File: src/rtl/regbank_pkg.sv
package regbank_pkg;

   // ==========================================================
   // Widths and byte type
   // ==========================================================
   localparam int SFR_W  = 8;
   localparam int N_INTR = 3;               // {P0, STA1, STA0}
   localparam int GCNT_W = 5;               // System reset Gray counter

   typedef logic [SFR_W-1:0] sfr_byte_t;

   localparam sfr_byte_t UNUSED_RD = 8'hff; // Unmapped address readback
   localparam sfr_byte_t DEC_KEY   = 8'h7c; // Unlocks privileged commands

   // Control register reset values
   localparam sfr_byte_t TXCTL_RST = 8'h00;
   localparam sfr_byte_t MSK0_RST  = 8'h00;
   localparam sfr_byte_t MSK1_RST  = 8'h00;
   localparam sfr_byte_t RXCTL_RST = 8'h00;
   localparam sfr_byte_t GPF_RST   = 8'h00;
   localparam sfr_byte_t DEC_RST   = 8'h00;
   localparam sfr_byte_t P0MSK_RST = 8'h00;

   // ==========================================================
   // SFR address map and command codes
   // ==========================================================
   typedef enum logic [SFR_W-1:0] {
      TXCTL = 8'hb0,
      FFIO  = 8'hb2,
      STA0  = 8'hb3,
      STA1  = 8'hb4,
      MSK0  = 8'hb5,
      MSK1  = 8'hb6,
      CMD   = 8'hb7,
      RXCTL = 8'hbb,
      GPF   = 8'hbf,
      DEC   = 8'hc3,
      P0MSK = 8'hde,
      P0STA = 8'hdf
   } sfr_addr_e;

   typedef enum logic [SFR_W-1:0] {
      CMD_FIFORST = 8'h00,
      CMD_SYSRST  = 8'h55,                  // Needs key
      CMD_PHYRST  = 8'hc8,                  // Needs key
      CMD_DISCARD = 8'hdc
   } cmd_e;

endpackage
File: src/rtl/regbank_top.sv
`timescale 1ns/1ps

module regbank_top import regbank_pkg::*; (
   input  logic              clk,
   input  logic              rrstz,
   input  sfr_byte_t         i_sfr_addr,
   input  sfr_byte_t         i_sfr_wdat,
   input  logic              i_sfr_w,
   input  logic              i_sfr_r,
   input  sfr_byte_t         i_fifo_rdat,
   input  sfr_byte_t         i_rx_set,
   input  sfr_byte_t         i_tx_set,
   input  sfr_byte_t         i_p0,
   input  logic              i_bus_idle,
   input  logic              i_cany0,
   input  logic              i_goidle,
   input  logic              i_c0set,
   output sfr_byte_t         o_sfr_rdat,
   output logic [N_INTR-1:0] o_intr,
   output logic              o_srstz,
   output logic              o_prstz,
   output logic              o_fiforst,
   output logic              o_discard,
   output logic              o_fifopsh,
   output logic              o_fifopop,
   output logic [6:0]        o_txauto,
   output logic              o_txendk,
   output logic [6:0]        o_rxords_ena
);

   sfr_byte_t txctl, sta0, sta1, msk0, msk1, rxctl, gpf, dec, p0msk, p0sta;
   logic we_txctl, we_sta0, we_sta1, we_msk0, we_msk1, we_cmd;
   logic we_rxctl, we_gpf, we_dec, we_p0msk, we_p0sta;
   logic reg_rstz, phy_busy, set_en, phyrst_cmd, sysrst_cmd;

   // ==========================================================
   // Bus decode and command port
   // ==========================================================
   sfr_decode u_decode (
      .i_sfr_addr (i_sfr_addr), .i_sfr_w (i_sfr_w), .i_sfr_r (i_sfr_r),
      .i_txctl (txctl), .i_sta0 (sta0), .i_sta1 (sta1), .i_msk0 (msk0),
      .i_msk1 (msk1), .i_rxctl (rxctl), .i_gpf (gpf), .i_dec (dec),
      .i_p0msk (p0msk), .i_p0sta (p0sta), .i_fifo_rdat (i_fifo_rdat),
      .o_we_txctl (we_txctl), .o_we_sta0 (we_sta0), .o_we_sta1 (we_sta1),
      .o_we_msk0 (we_msk0), .o_we_msk1 (we_msk1), .o_we_cmd (we_cmd),
      .o_we_rxctl (we_rxctl), .o_we_gpf (we_gpf), .o_we_dec (we_dec),
      .o_we_p0msk (we_p0msk), .o_we_p0sta (we_p0sta),
      .o_fifopsh (o_fifopsh), .o_fifopop (o_fifopop), .o_sfr_rdat (o_sfr_rdat)
   );

   sfr_command u_command (
      .clk (clk), .i_reg_rstz (reg_rstz), .i_we_dec (we_dec), .i_we_cmd (we_cmd),
      .i_wdat (i_sfr_wdat), .i_c0set (i_c0set), .o_dec (dec),
      .o_phyrst_cmd (phyrst_cmd), .o_sysrst_cmd (sysrst_cmd),
      .o_fiforst (o_fiforst), .o_discard (o_discard)
   );

   reset_ctrl u_reset (
      .clk (clk), .rrstz (rrstz), .i_bus_idle (i_bus_idle),
      .i_sysrst_cmd (sysrst_cmd), .i_phyrst_cmd (phyrst_cmd),
      .i_cany0 (i_cany0), .i_goidle (i_goidle), .o_srstz (o_srstz),
      .o_prstz (o_prstz), .o_reg_rstz (reg_rstz), .o_phy_busy (phy_busy),
      .o_set_en (set_en)
   );

   // ==========================================================
   // Registers
   // ==========================================================
   control_regs u_ctrl (
      .clk (clk), .i_reg_rstz (reg_rstz), .i_wdat (i_sfr_wdat),
      .i_we_txctl (we_txctl), .i_we_msk0 (we_msk0), .i_we_msk1 (we_msk1),
      .i_we_rxctl (we_rxctl), .i_we_gpf (we_gpf), .o_txctl (txctl),
      .o_msk0 (msk0), .o_msk1 (msk1), .o_rxctl (rxctl), .o_gpf (gpf),
      .o_txauto (o_txauto), .o_txendk (o_txendk), .o_rxords_ena (o_rxords_ena)
   );

   event_status u_sta0 (                    // RX events
      .clk (clk), .i_reg_rstz (reg_rstz), .i_clr_all (phy_busy),
      .i_set (i_rx_set), .i_set_en (set_en), .i_we (we_sta0),
      .i_wdat (i_sfr_wdat), .i_mask (msk0), .o_sta (sta0), .o_irq (o_intr[0])
   );

   event_status u_sta1 (                    // TX and FIFO events
      .clk (clk), .i_reg_rstz (reg_rstz), .i_clr_all (phy_busy),
      .i_set (i_tx_set), .i_set_en (set_en), .i_we (we_sta1),
      .i_wdat (i_sfr_wdat), .i_mask (msk1), .o_sta (sta1), .o_irq (o_intr[1])
   );

   p0_watch u_p0 (
      .clk (clk), .i_reg_rstz (reg_rstz), .i_p0 (i_p0), .i_we_p0msk (we_p0msk),
      .i_we_p0sta (we_p0sta), .i_wdat (i_sfr_wdat), .o_p0msk (p0msk),
      .o_p0sta (p0sta), .o_irq (o_intr[2])
   );

endmodule

File: src/rtl/p0_watch.sv
`timescale 1ns/1ps

module p0_watch import regbank_pkg::*; (
   input  logic      clk,
   input  logic      i_reg_rstz,
   input  sfr_byte_t i_p0,
   input  logic      i_we_p0msk,
   input  logic      i_we_p0sta,
   input  sfr_byte_t i_wdat,
   output sfr_byte_t o_p0msk,
   output sfr_byte_t o_p0sta,
   output logic      o_irq
);

   sfr_byte_t d_p0;
   sfr_byte_t p0_chg;

   always_ff @(posedge clk or negedge i_reg_rstz) begin
      if (!i_reg_rstz) begin
         o_p0msk <= P0MSK_RST;
         d_p0    <= '0;
      end else begin
         if (i_we_p0msk) o_p0msk <= i_wdat;
         d_p0 <= i_p0;                      // Last cycle's port
      end
   end

   assign p0_chg = d_p0 ^ i_p0;             // Any edge

   event_status u_p0sta (
      .clk        (clk),
      .i_reg_rstz (i_reg_rstz),
      .i_clr_all  (1'b0),
      .i_set      (p0_chg),
      .i_set_en   (1'b1),
      .i_we       (i_we_p0sta),
      .i_wdat     (i_wdat),
      .i_mask     (o_p0msk),
      .o_sta      (o_p0sta),
      .o_irq      (o_irq)
   );

endmodule

File: src/rtl/control_regs.sv
`timescale 1ns/1ps

module control_regs import regbank_pkg::*; (
   input  logic      clk,
   input  logic      i_reg_rstz,
   input  sfr_byte_t i_wdat,
   input  logic      i_we_txctl,
   input  logic      i_we_msk0,
   input  logic      i_we_msk1,
   input  logic      i_we_rxctl,
   input  logic      i_we_gpf,
   output sfr_byte_t o_txctl,
   output sfr_byte_t o_msk0,
   output sfr_byte_t o_msk1,
   output sfr_byte_t o_rxctl,
   output sfr_byte_t o_gpf,
   output logic [6:0] o_txauto,
   output logic      o_txendk,
   output logic [6:0] o_rxords_ena
);

   always_ff @(posedge clk or negedge i_reg_rstz) begin
      if (!i_reg_rstz) begin
         o_txctl <= TXCTL_RST;
         o_msk0  <= MSK0_RST;
         o_msk1  <= MSK1_RST;
         o_rxctl <= RXCTL_RST;
         o_gpf   <= GPF_RST;
      end else begin
         if (i_we_txctl) o_txctl <= i_wdat;
         if (i_we_msk0)  o_msk0  <= i_wdat;
         if (i_we_msk1)  o_msk1  <= i_wdat;
         if (i_we_rxctl) o_rxctl <= i_wdat;
         if (i_we_gpf)   o_gpf   <= i_wdat;
      end
   end

   // TXCTL fields
   assign o_txauto = o_txctl[6:0];          // Auto preamble/SOP/CRC/EOP
   assign o_txendk = o_txctl[7];            // Last byte sent as K-codes

   // With no ordered set enabled, SOP debug is forced on
   assign o_rxords_ena = o_rxctl[6:0] | {2'b00, ~|o_rxctl[6:0], 4'h0};

endmodule

File: src/rtl/reset_ctrl.sv
`timescale 1ns/1ps

module reset_ctrl import regbank_pkg::*; (
   input  logic clk,
   input  logic rrstz,
   input  logic i_bus_idle,
   input  logic i_sysrst_cmd,
   input  logic i_phyrst_cmd,
   input  logic i_cany0,
   input  logic i_goidle,
   output logic o_srstz,
   output logic o_prstz,
   output logic o_reg_rstz,
   output logic o_phy_busy,
   output logic o_set_en
);

   logic [1:0]        sync_rstz;
   logic [GCNT_W-1:0] gcnt;        // Gray coded
   logic [GCNT_W-1:0] gcnt_bin;
   logic [GCNT_W-1:0] gcnt_inc;
   logic [GCNT_W-1:0] gcnt_nxt;
   logic              gcnt_run;
   logic              sys_win;
   logic [1:0]        phy_step;

   // ==========================================================
   // Reset synchronizer
   // ==========================================================
   always_ff @(posedge clk or negedge rrstz) begin
      if (!rrstz) begin
         sync_rstz <= 2'b00;
      end else begin
         sync_rstz <= {sync_rstz[0], 1'b1};
      end
   end

   // ==========================================================
   // System reset sequence
   // ==========================================================
   always_comb begin
      gcnt_bin[GCNT_W-1] = gcnt[GCNT_W-1];
      for (int i = GCNT_W-2; i >= 0; i--) begin
         gcnt_bin[i] = gcnt_bin[i+1] ^ gcnt[i];
      end
   end

   assign gcnt_inc = gcnt_bin + 1'b1;
   assign gcnt_nxt = gcnt_inc ^ (gcnt_inc >> 1);
   assign gcnt_run = i_sysrst_cmd | ((|gcnt) & i_bus_idle); // Stalls on busy bus

   always_ff @(posedge clk or negedge rrstz) begin
      if (!rrstz) begin
         gcnt <= '0;
      end else if (gcnt_run) begin
         gcnt <= gcnt_nxt;
      end
   end

   // Binary 17..23, decoded from Gray bits so it is glitch free
   assign sys_win = (gcnt[GCNT_W-1 -: 2] == 2'b11) && (gcnt[GCNT_W-3:0] != '0);

   // ==========================================================
   // PHY reset steps 0 -> 1 -> 2 -> 3 -> 0
   // ==========================================================
   always_ff @(posedge clk or negedge rrstz) begin
      if (!rrstz) begin
         phy_step <= 2'd0;
      end else if (phy_step == 2'd1) begin
         if (!i_cany0 || i_goidle) begin   // Wait for protocol layer
            phy_step <= 2'd2;
         end
      end else if (i_phyrst_cmd || (phy_step != 2'd0)) begin
         phy_step <= phy_step + 2'd1;
      end
   end

   assign o_srstz    = sync_rstz[1] & ~sys_win;
   assign o_prstz    = o_srstz & ~phy_step[1];   // Low in steps 2 and 3
   assign o_reg_rstz = rrstz & o_srstz;
   assign o_phy_busy = i_phyrst_cmd | phy_step[1];
   assign o_set_en   = ~i_cany0;

endmodule

File: src/rtl/event_status.sv
`timescale 1ns/1ps

module event_status import regbank_pkg::*; (
   input  logic      clk,
   input  logic      i_reg_rstz,
   input  logic      i_clr_all,
   input  sfr_byte_t i_set,
   input  logic      i_set_en,
   input  logic      i_we,
   input  sfr_byte_t i_wdat,
   input  sfr_byte_t i_mask,
   output sfr_byte_t o_sta,
   output logic      o_irq
);

   sfr_byte_t set_q;
   sfr_byte_t clr_q;

   assign set_q = i_set & {SFR_W{i_set_en}};
   assign clr_q = i_wdat & {SFR_W{i_we}};      // Write one to clear

   // Set wins over a same-cycle clear
   always_ff @(posedge clk or negedge i_reg_rstz) begin
      if (!i_reg_rstz) begin
         o_sta <= '0;
      end else if (i_clr_all) begin
         o_sta <= '0;
      end else begin
         o_sta <= (o_sta & ~clr_q) | set_q;
      end
   end

   assign o_irq = |(o_sta & i_mask);

endmodule

File: src/rtl/sfr_command.sv
`timescale 1ns/1ps

module sfr_command import regbank_pkg::*; (
   input  logic      clk,
   input  logic      i_reg_rstz,
   input  logic      i_we_dec,
   input  logic      i_we_cmd,
   input  sfr_byte_t i_wdat,
   input  logic      i_c0set,
   output sfr_byte_t o_dec,
   output logic      o_phyrst_cmd,
   output logic      o_sysrst_cmd,
   output logic      o_fiforst,
   output logic      o_discard
);

   cmd_e cmd;
   logic key_ok;
   logic clr_key;

   assign cmd    = cmd_e'(i_wdat);
   assign key_ok = (o_dec == DEC_KEY);

   // ==========================================================
   // Command decode
   // ==========================================================
   assign o_phyrst_cmd = i_we_cmd & (cmd == CMD_PHYRST) & key_ok;
   assign o_sysrst_cmd = i_we_cmd & (cmd == CMD_SYSRST) & key_ok;
   assign o_discard    = i_we_cmd & (cmd == CMD_DISCARD); // No key needed
   assign o_fiforst    = (i_we_cmd & (cmd == CMD_FIFORST)) | i_c0set;

   // Key is single use
   assign clr_key = o_phyrst_cmd | o_sysrst_cmd;

   always_ff @(posedge clk or negedge i_reg_rstz) begin
      if (!i_reg_rstz) begin
         o_dec <= DEC_RST;
      end else if (i_we_dec) begin
         o_dec <= i_wdat;
      end else if (clr_key) begin
         o_dec <= DEC_RST;
      end
   end

endmodule

File: src/rtl/sfr_decode.sv
`timescale 1ns/1ps

module sfr_decode import regbank_pkg::*; (
   input  sfr_byte_t i_sfr_addr,
   input  logic      i_sfr_w,
   input  logic      i_sfr_r,
   input  sfr_byte_t i_txctl,
   input  sfr_byte_t i_sta0,
   input  sfr_byte_t i_sta1,
   input  sfr_byte_t i_msk0,
   input  sfr_byte_t i_msk1,
   input  sfr_byte_t i_rxctl,
   input  sfr_byte_t i_gpf,
   input  sfr_byte_t i_dec,
   input  sfr_byte_t i_p0msk,
   input  sfr_byte_t i_p0sta,
   input  sfr_byte_t i_fifo_rdat,
   output logic      o_we_txctl,
   output logic      o_we_sta0,
   output logic      o_we_sta1,
   output logic      o_we_msk0,
   output logic      o_we_msk1,
   output logic      o_we_cmd,
   output logic      o_we_rxctl,
   output logic      o_we_gpf,
   output logic      o_we_dec,
   output logic      o_we_p0msk,
   output logic      o_we_p0sta,
   output logic      o_fifopsh,
   output logic      o_fifopop,
   output sfr_byte_t o_sfr_rdat
);

   // Write strobes, valid in the bus cycle
   assign o_we_txctl = i_sfr_w & (i_sfr_addr == TXCTL);
   assign o_we_sta0  = i_sfr_w & (i_sfr_addr == STA0);
   assign o_we_sta1  = i_sfr_w & (i_sfr_addr == STA1);
   assign o_we_msk0  = i_sfr_w & (i_sfr_addr == MSK0);
   assign o_we_msk1  = i_sfr_w & (i_sfr_addr == MSK1);
   assign o_we_cmd   = i_sfr_w & (i_sfr_addr == CMD);
   assign o_we_rxctl = i_sfr_w & (i_sfr_addr == RXCTL);
   assign o_we_gpf   = i_sfr_w & (i_sfr_addr == GPF);
   assign o_we_dec   = i_sfr_w & (i_sfr_addr == DEC);
   assign o_we_p0msk = i_sfr_w & (i_sfr_addr == P0MSK);
   assign o_we_p0sta = i_sfr_w & (i_sfr_addr == P0STA);

   assign o_fifopsh = i_sfr_w & (i_sfr_addr == FFIO); // 1T push
   assign o_fifopop = i_sfr_r & (i_sfr_addr == FFIO); // 1T pop

   // Read-back mux, CMD is write-only
   always_comb begin
      case (i_sfr_addr)
         TXCTL:   o_sfr_rdat = i_txctl;
         FFIO:    o_sfr_rdat = i_fifo_rdat;
         STA0:    o_sfr_rdat = i_sta0;
         STA1:    o_sfr_rdat = i_sta1;
         MSK0:    o_sfr_rdat = i_msk0;
         MSK1:    o_sfr_rdat = i_msk1;
         RXCTL:   o_sfr_rdat = i_rxctl;
         GPF:     o_sfr_rdat = i_gpf;
         DEC:     o_sfr_rdat = i_dec;
         P0MSK:   o_sfr_rdat = i_p0msk;
         P0STA:   o_sfr_rdat = i_p0sta;
         default: o_sfr_rdat = UNUSED_RD;
      endcase
   end

endmodule

File: config.mk
export PLATFORM = sky130hd
export DESIGN_NAME = regbank_top
export DESIGN_NICKNAME = d
export VERILOG_FILES = /design/src/rtl/regbank_pkg.sv /design/src/rtl/regbank_top.sv /design/src/rtl/p0_watch.sv /design/src/rtl/control_regs.sv /design/src/rtl/reset_ctrl.sv /design/src/rtl/event_status.sv /design/src/rtl/sfr_command.sv /design/src/rtl/sfr_decode.sv
export SDC_FILE = /design/constraint.sdc
export NUM_CORES = 1
export LEC_CHECK = 0
export BUFFER_PORTS_ARGS = -buffer_cell sky130_fd_sc_hd__buf_2
export CAP_MARGIN = 15
export CORE_MARGIN = 1.5
export CORE_UTILIZATION = 48
export DETAILED_ROUTE_END_ITERATION = 12
export PLACE_DENSITY = 0.7
export SYNTH_ARGS = -nofsm -noshare
export SYNTH_HDL_FRONTEND = slang
export SYNTH_SLANG_ARGS = --single-unit
File: constraint.sdc
create_clock -name clk -period 4.78 [get_ports clk]
set_input_delay 0.478 -clock clk [delete_from_list [all_inputs] [get_ports clk]]
set_output_delay 0.478 -clock clk [all_outputs]
set_load 0.02 [all_outputs]
==> results.tsv <==
metric	value	unit
cts_buffer_depth	2	
power.leakage	0.00268	uW
synth_edf_count	0	
ioPinCount	88	
numCtsBuffers	9	
cts_resized	0	
rr_worst_depth	11	
setup.worst_path.class	input pin to output pin	
endpoint_kind	output pin	
path_clk_slew	0.10	ns
required	4.30	ns
hold_violations	0	
antenna_found_initial	1	
p_per_area	342	nW/um^2
grt_setup_unrepaired	false	
fin_worst_skew	0.00834	ns
arrival	2.53	ns
cts_tree	built	
fp.coreArea	10500	sq um
ir_drop	0.247	mV
drt_iter0_markers	310	
ys_warn_count	0	
insertion_delay	0.37	ns
overflow	0	
drc	0	
slew_headroom	0.359	
wl_per_cell	19.4	um
tightest_slew	0.959	ns
fmax	333	MHz
cp_slowest_cell	or4b_1	
critPathMostFrequentCell	buf_2	
crit_chain	buf_2 -> and4b_1 -> nand4_1 -> and3_4 -> or4b_1 -> buf_2	
dieWidth	108	um
setup_viol	0	
period_share	0.629	
nets	627	
rows	37	
h-tree-depth	3	
io_buffers	87	
clock-sinks	97	
min_from	i_p0[4]	
fin_setup_tns	0	ns
min_period	3.01	ns
cp_top_family	simple AND/OR/NAND/NOR gates	
report.final.slew_viol_count	0	
hold_path.class	input pin to flip-flop	
drt_first_pass_iters	6	
routed_wl	13700	um
netlist_instances	499	
avgSynthCellArea	10.5	sq um
diodes	0	
startpoint_type	input pin	
async_reset_ff_frac	1.00	
ys_types	56	
fin_util	0.563	
hpwl	10100	um
syn_nets	561	
start_util	0.501	
holdPathStages	1	
cp.buffers_inverters	2	
grt_pass1_vias	4138	
drv_cap	0	
antenna_left	0	
grtUsageTotal	0.248	
vias	4218	
vias_per_cell	5.97	
power	2020	uW
cp.depth	6	
slowest_delay	0.53	ns
synth_area	5250	sq um
grt_first_pass_wirelength	21600	um
die_h	108	um
path_max_fanout	17	
yosys_most_used_dff	dfrtp_1	
drive_gt1_frac	0.286	
crit_start	i_sfr_addr[2]	
die_area	11600	sq um
ys_seq_elements	97	
reg2reg_from	u_reset.gcnt[4]	
grt_max_degree	60	
gp_congestion	0.970	
root_buffer	clkbuf_8	
area_growth	12.3	%
outcome	completed	
ys_seq_area_frac	0.463	
## state kept, by name, indices dropped and copies added, names as in the netlist, named ones only
signal,flops
u_sta0.o_sta,8
u_sta1.o_sta,8
u_p0.o_p0msk,8
u_command.o_dec,8
u_ctrl.o_rxctl,8
u_ctrl.o_msk0,8
u_ctrl.o_msk1,8
u_ctrl.o_txctl,8
u_reset.gcnt,4
u_reset.phy_step,2
u_ctrl.o_gpf,8
u_p0.u_p0sta.o_sta,8
u_reset.sync_rstz,2
u_p0.d_p0,8
## power by group
group          internal (uW)  switching [uW]
Clock                    250             307
Sequential               868            38.8
Combinational            234             319
Total                   1350             665
## synth_stat cells, drive strengths merged (12+ instances only)
cell type	number	area [sq um]
inv	16	60.1
nand2	38	150
dfrtp	97	2430
o22ai	13	81.3
mux2	46	518
a22oi	21	158
a21oi	29	145
clkbuf	14	53.8
nand4	12	75.1
o21ai	21	105
mux2i	22	220
nor2	24	90.1
buf	20	130
nand3	13	65.1
## worst reg2reg max path: cells and delay by family (launching register included)
family / cells / cell delay, ns
DFF: 1 / 0.45
and+or+nand+nor: 2 / 0.21
AOI/OAI and AO/OA: 1 / 0.08
buffers and inverters: 2 / 0.10
adders and majority gates: 4 / 1.22
xor gates and xnor gates: 2 / 0.34
## through the flow
step	area (sq um)	setup slack (ns)	hold WS (ns)	std cells
2_1_floorplan	5250	0.582	0.182	499
3_3_place_gp	5680	1.88	0.332	689
3_5_place_dp	5680	1.84	0.346	689
4_1_cts	5890	1.83	0.207	706
5_1_grt	5890	1.75	0.195	706
6_report	5890	1.77	0.221	706
## repair_timing
item                      CTS  global route
setup buffers               0             0
hold endpoints to repair    9             0
hold buffers                1             0
## placed cells by master (no fill, tap or decap), types with 3 or more instances in the layout
| cell | n |
|---|---|
| nor2b_1 | 11 |
| nand3b_1 | 6 |
| mux2_2 | 46 |
| nand3_1 | 13 |
| inv_1 | 16 |
| a22o_1 | 6 |
| dfrtp_1 | 97 |
| ha_1 | 6 |
| a21o_1 | 10 |
| nor2_1 | 24 |
| nand2_1 | 37 |
| mux2i_1 | 22 |
| o21ai_0 | 21 |
| nand2b_1 | 9 |
| xor2_1 | 9 |
| and3_1 | 3 |
| xnor2_1 | 5 |
| a22oi_1 | 21 |
| o22ai_1 | 13 |
| clkbuf_8 | 9 |
| nand4_1 | 12 |
| and2_1 | 4 |
| or4b_1 | 3 |
| a31oi_1 | 3 |
| nor3_2 | 3 |
| a21oi_1 | 29 |
| buf_2 | 87 |
| and4b_1 | 3 |
| nor4_1 | 4 |
## metal layers
layer,wire (um),share of wire,vias up,GRT usage
met4,377,0.028,0,0.0996
met5,0,0,-,0
met2,6350,0.46,155,0.398
li1,-,-,1933,-
met3,862,0.063,31,0.0502
met1,6120,0.45,2099,0.330
## area by class of cell
| type | instances | area [sq um] |
|---|---|---|
| clock buffers | 10 | 128 |
| clock inverters | 6 | 73.8 |
| flip-flops and latches | 97 | 2430 |
| inverters | 16 | 60.1 |
| well taps | 136 | 170 |
| fillers | 961 | 4570 |
| multi-input cells | 352 | 2580 |
| repair buffers | 89 | 453 |
## cells by family after synthesis
group / synth area share
and+or+nand+nor: 0.166
AOI/OAI and AO/OA: 0.146
other: 0.000715
DFF: 0.463
muxes: 0.141
xor gates and xnor gates: 0.0234
buffers and inverters: 0.0465
adders and majority gates: 0.0143
## path summary, 6_finish.rpt
path / to / slack, ns
max: o_sfr_rdat[1] / 1.77
min: u_p0.d_p0[4] / 0.22
max reg2reg: u_reset.gcnt[2] / 2.25
min reg2reg: u_reset.sync_rstz[1] / 0.37
max in group asynchronous: u_ctrl.o_rxctl[4] / 2.64
min in group asynchronous: u_reset.sync_rstz[0] / 0.47
Note: power is estimated with default switching activity, not from simulation.
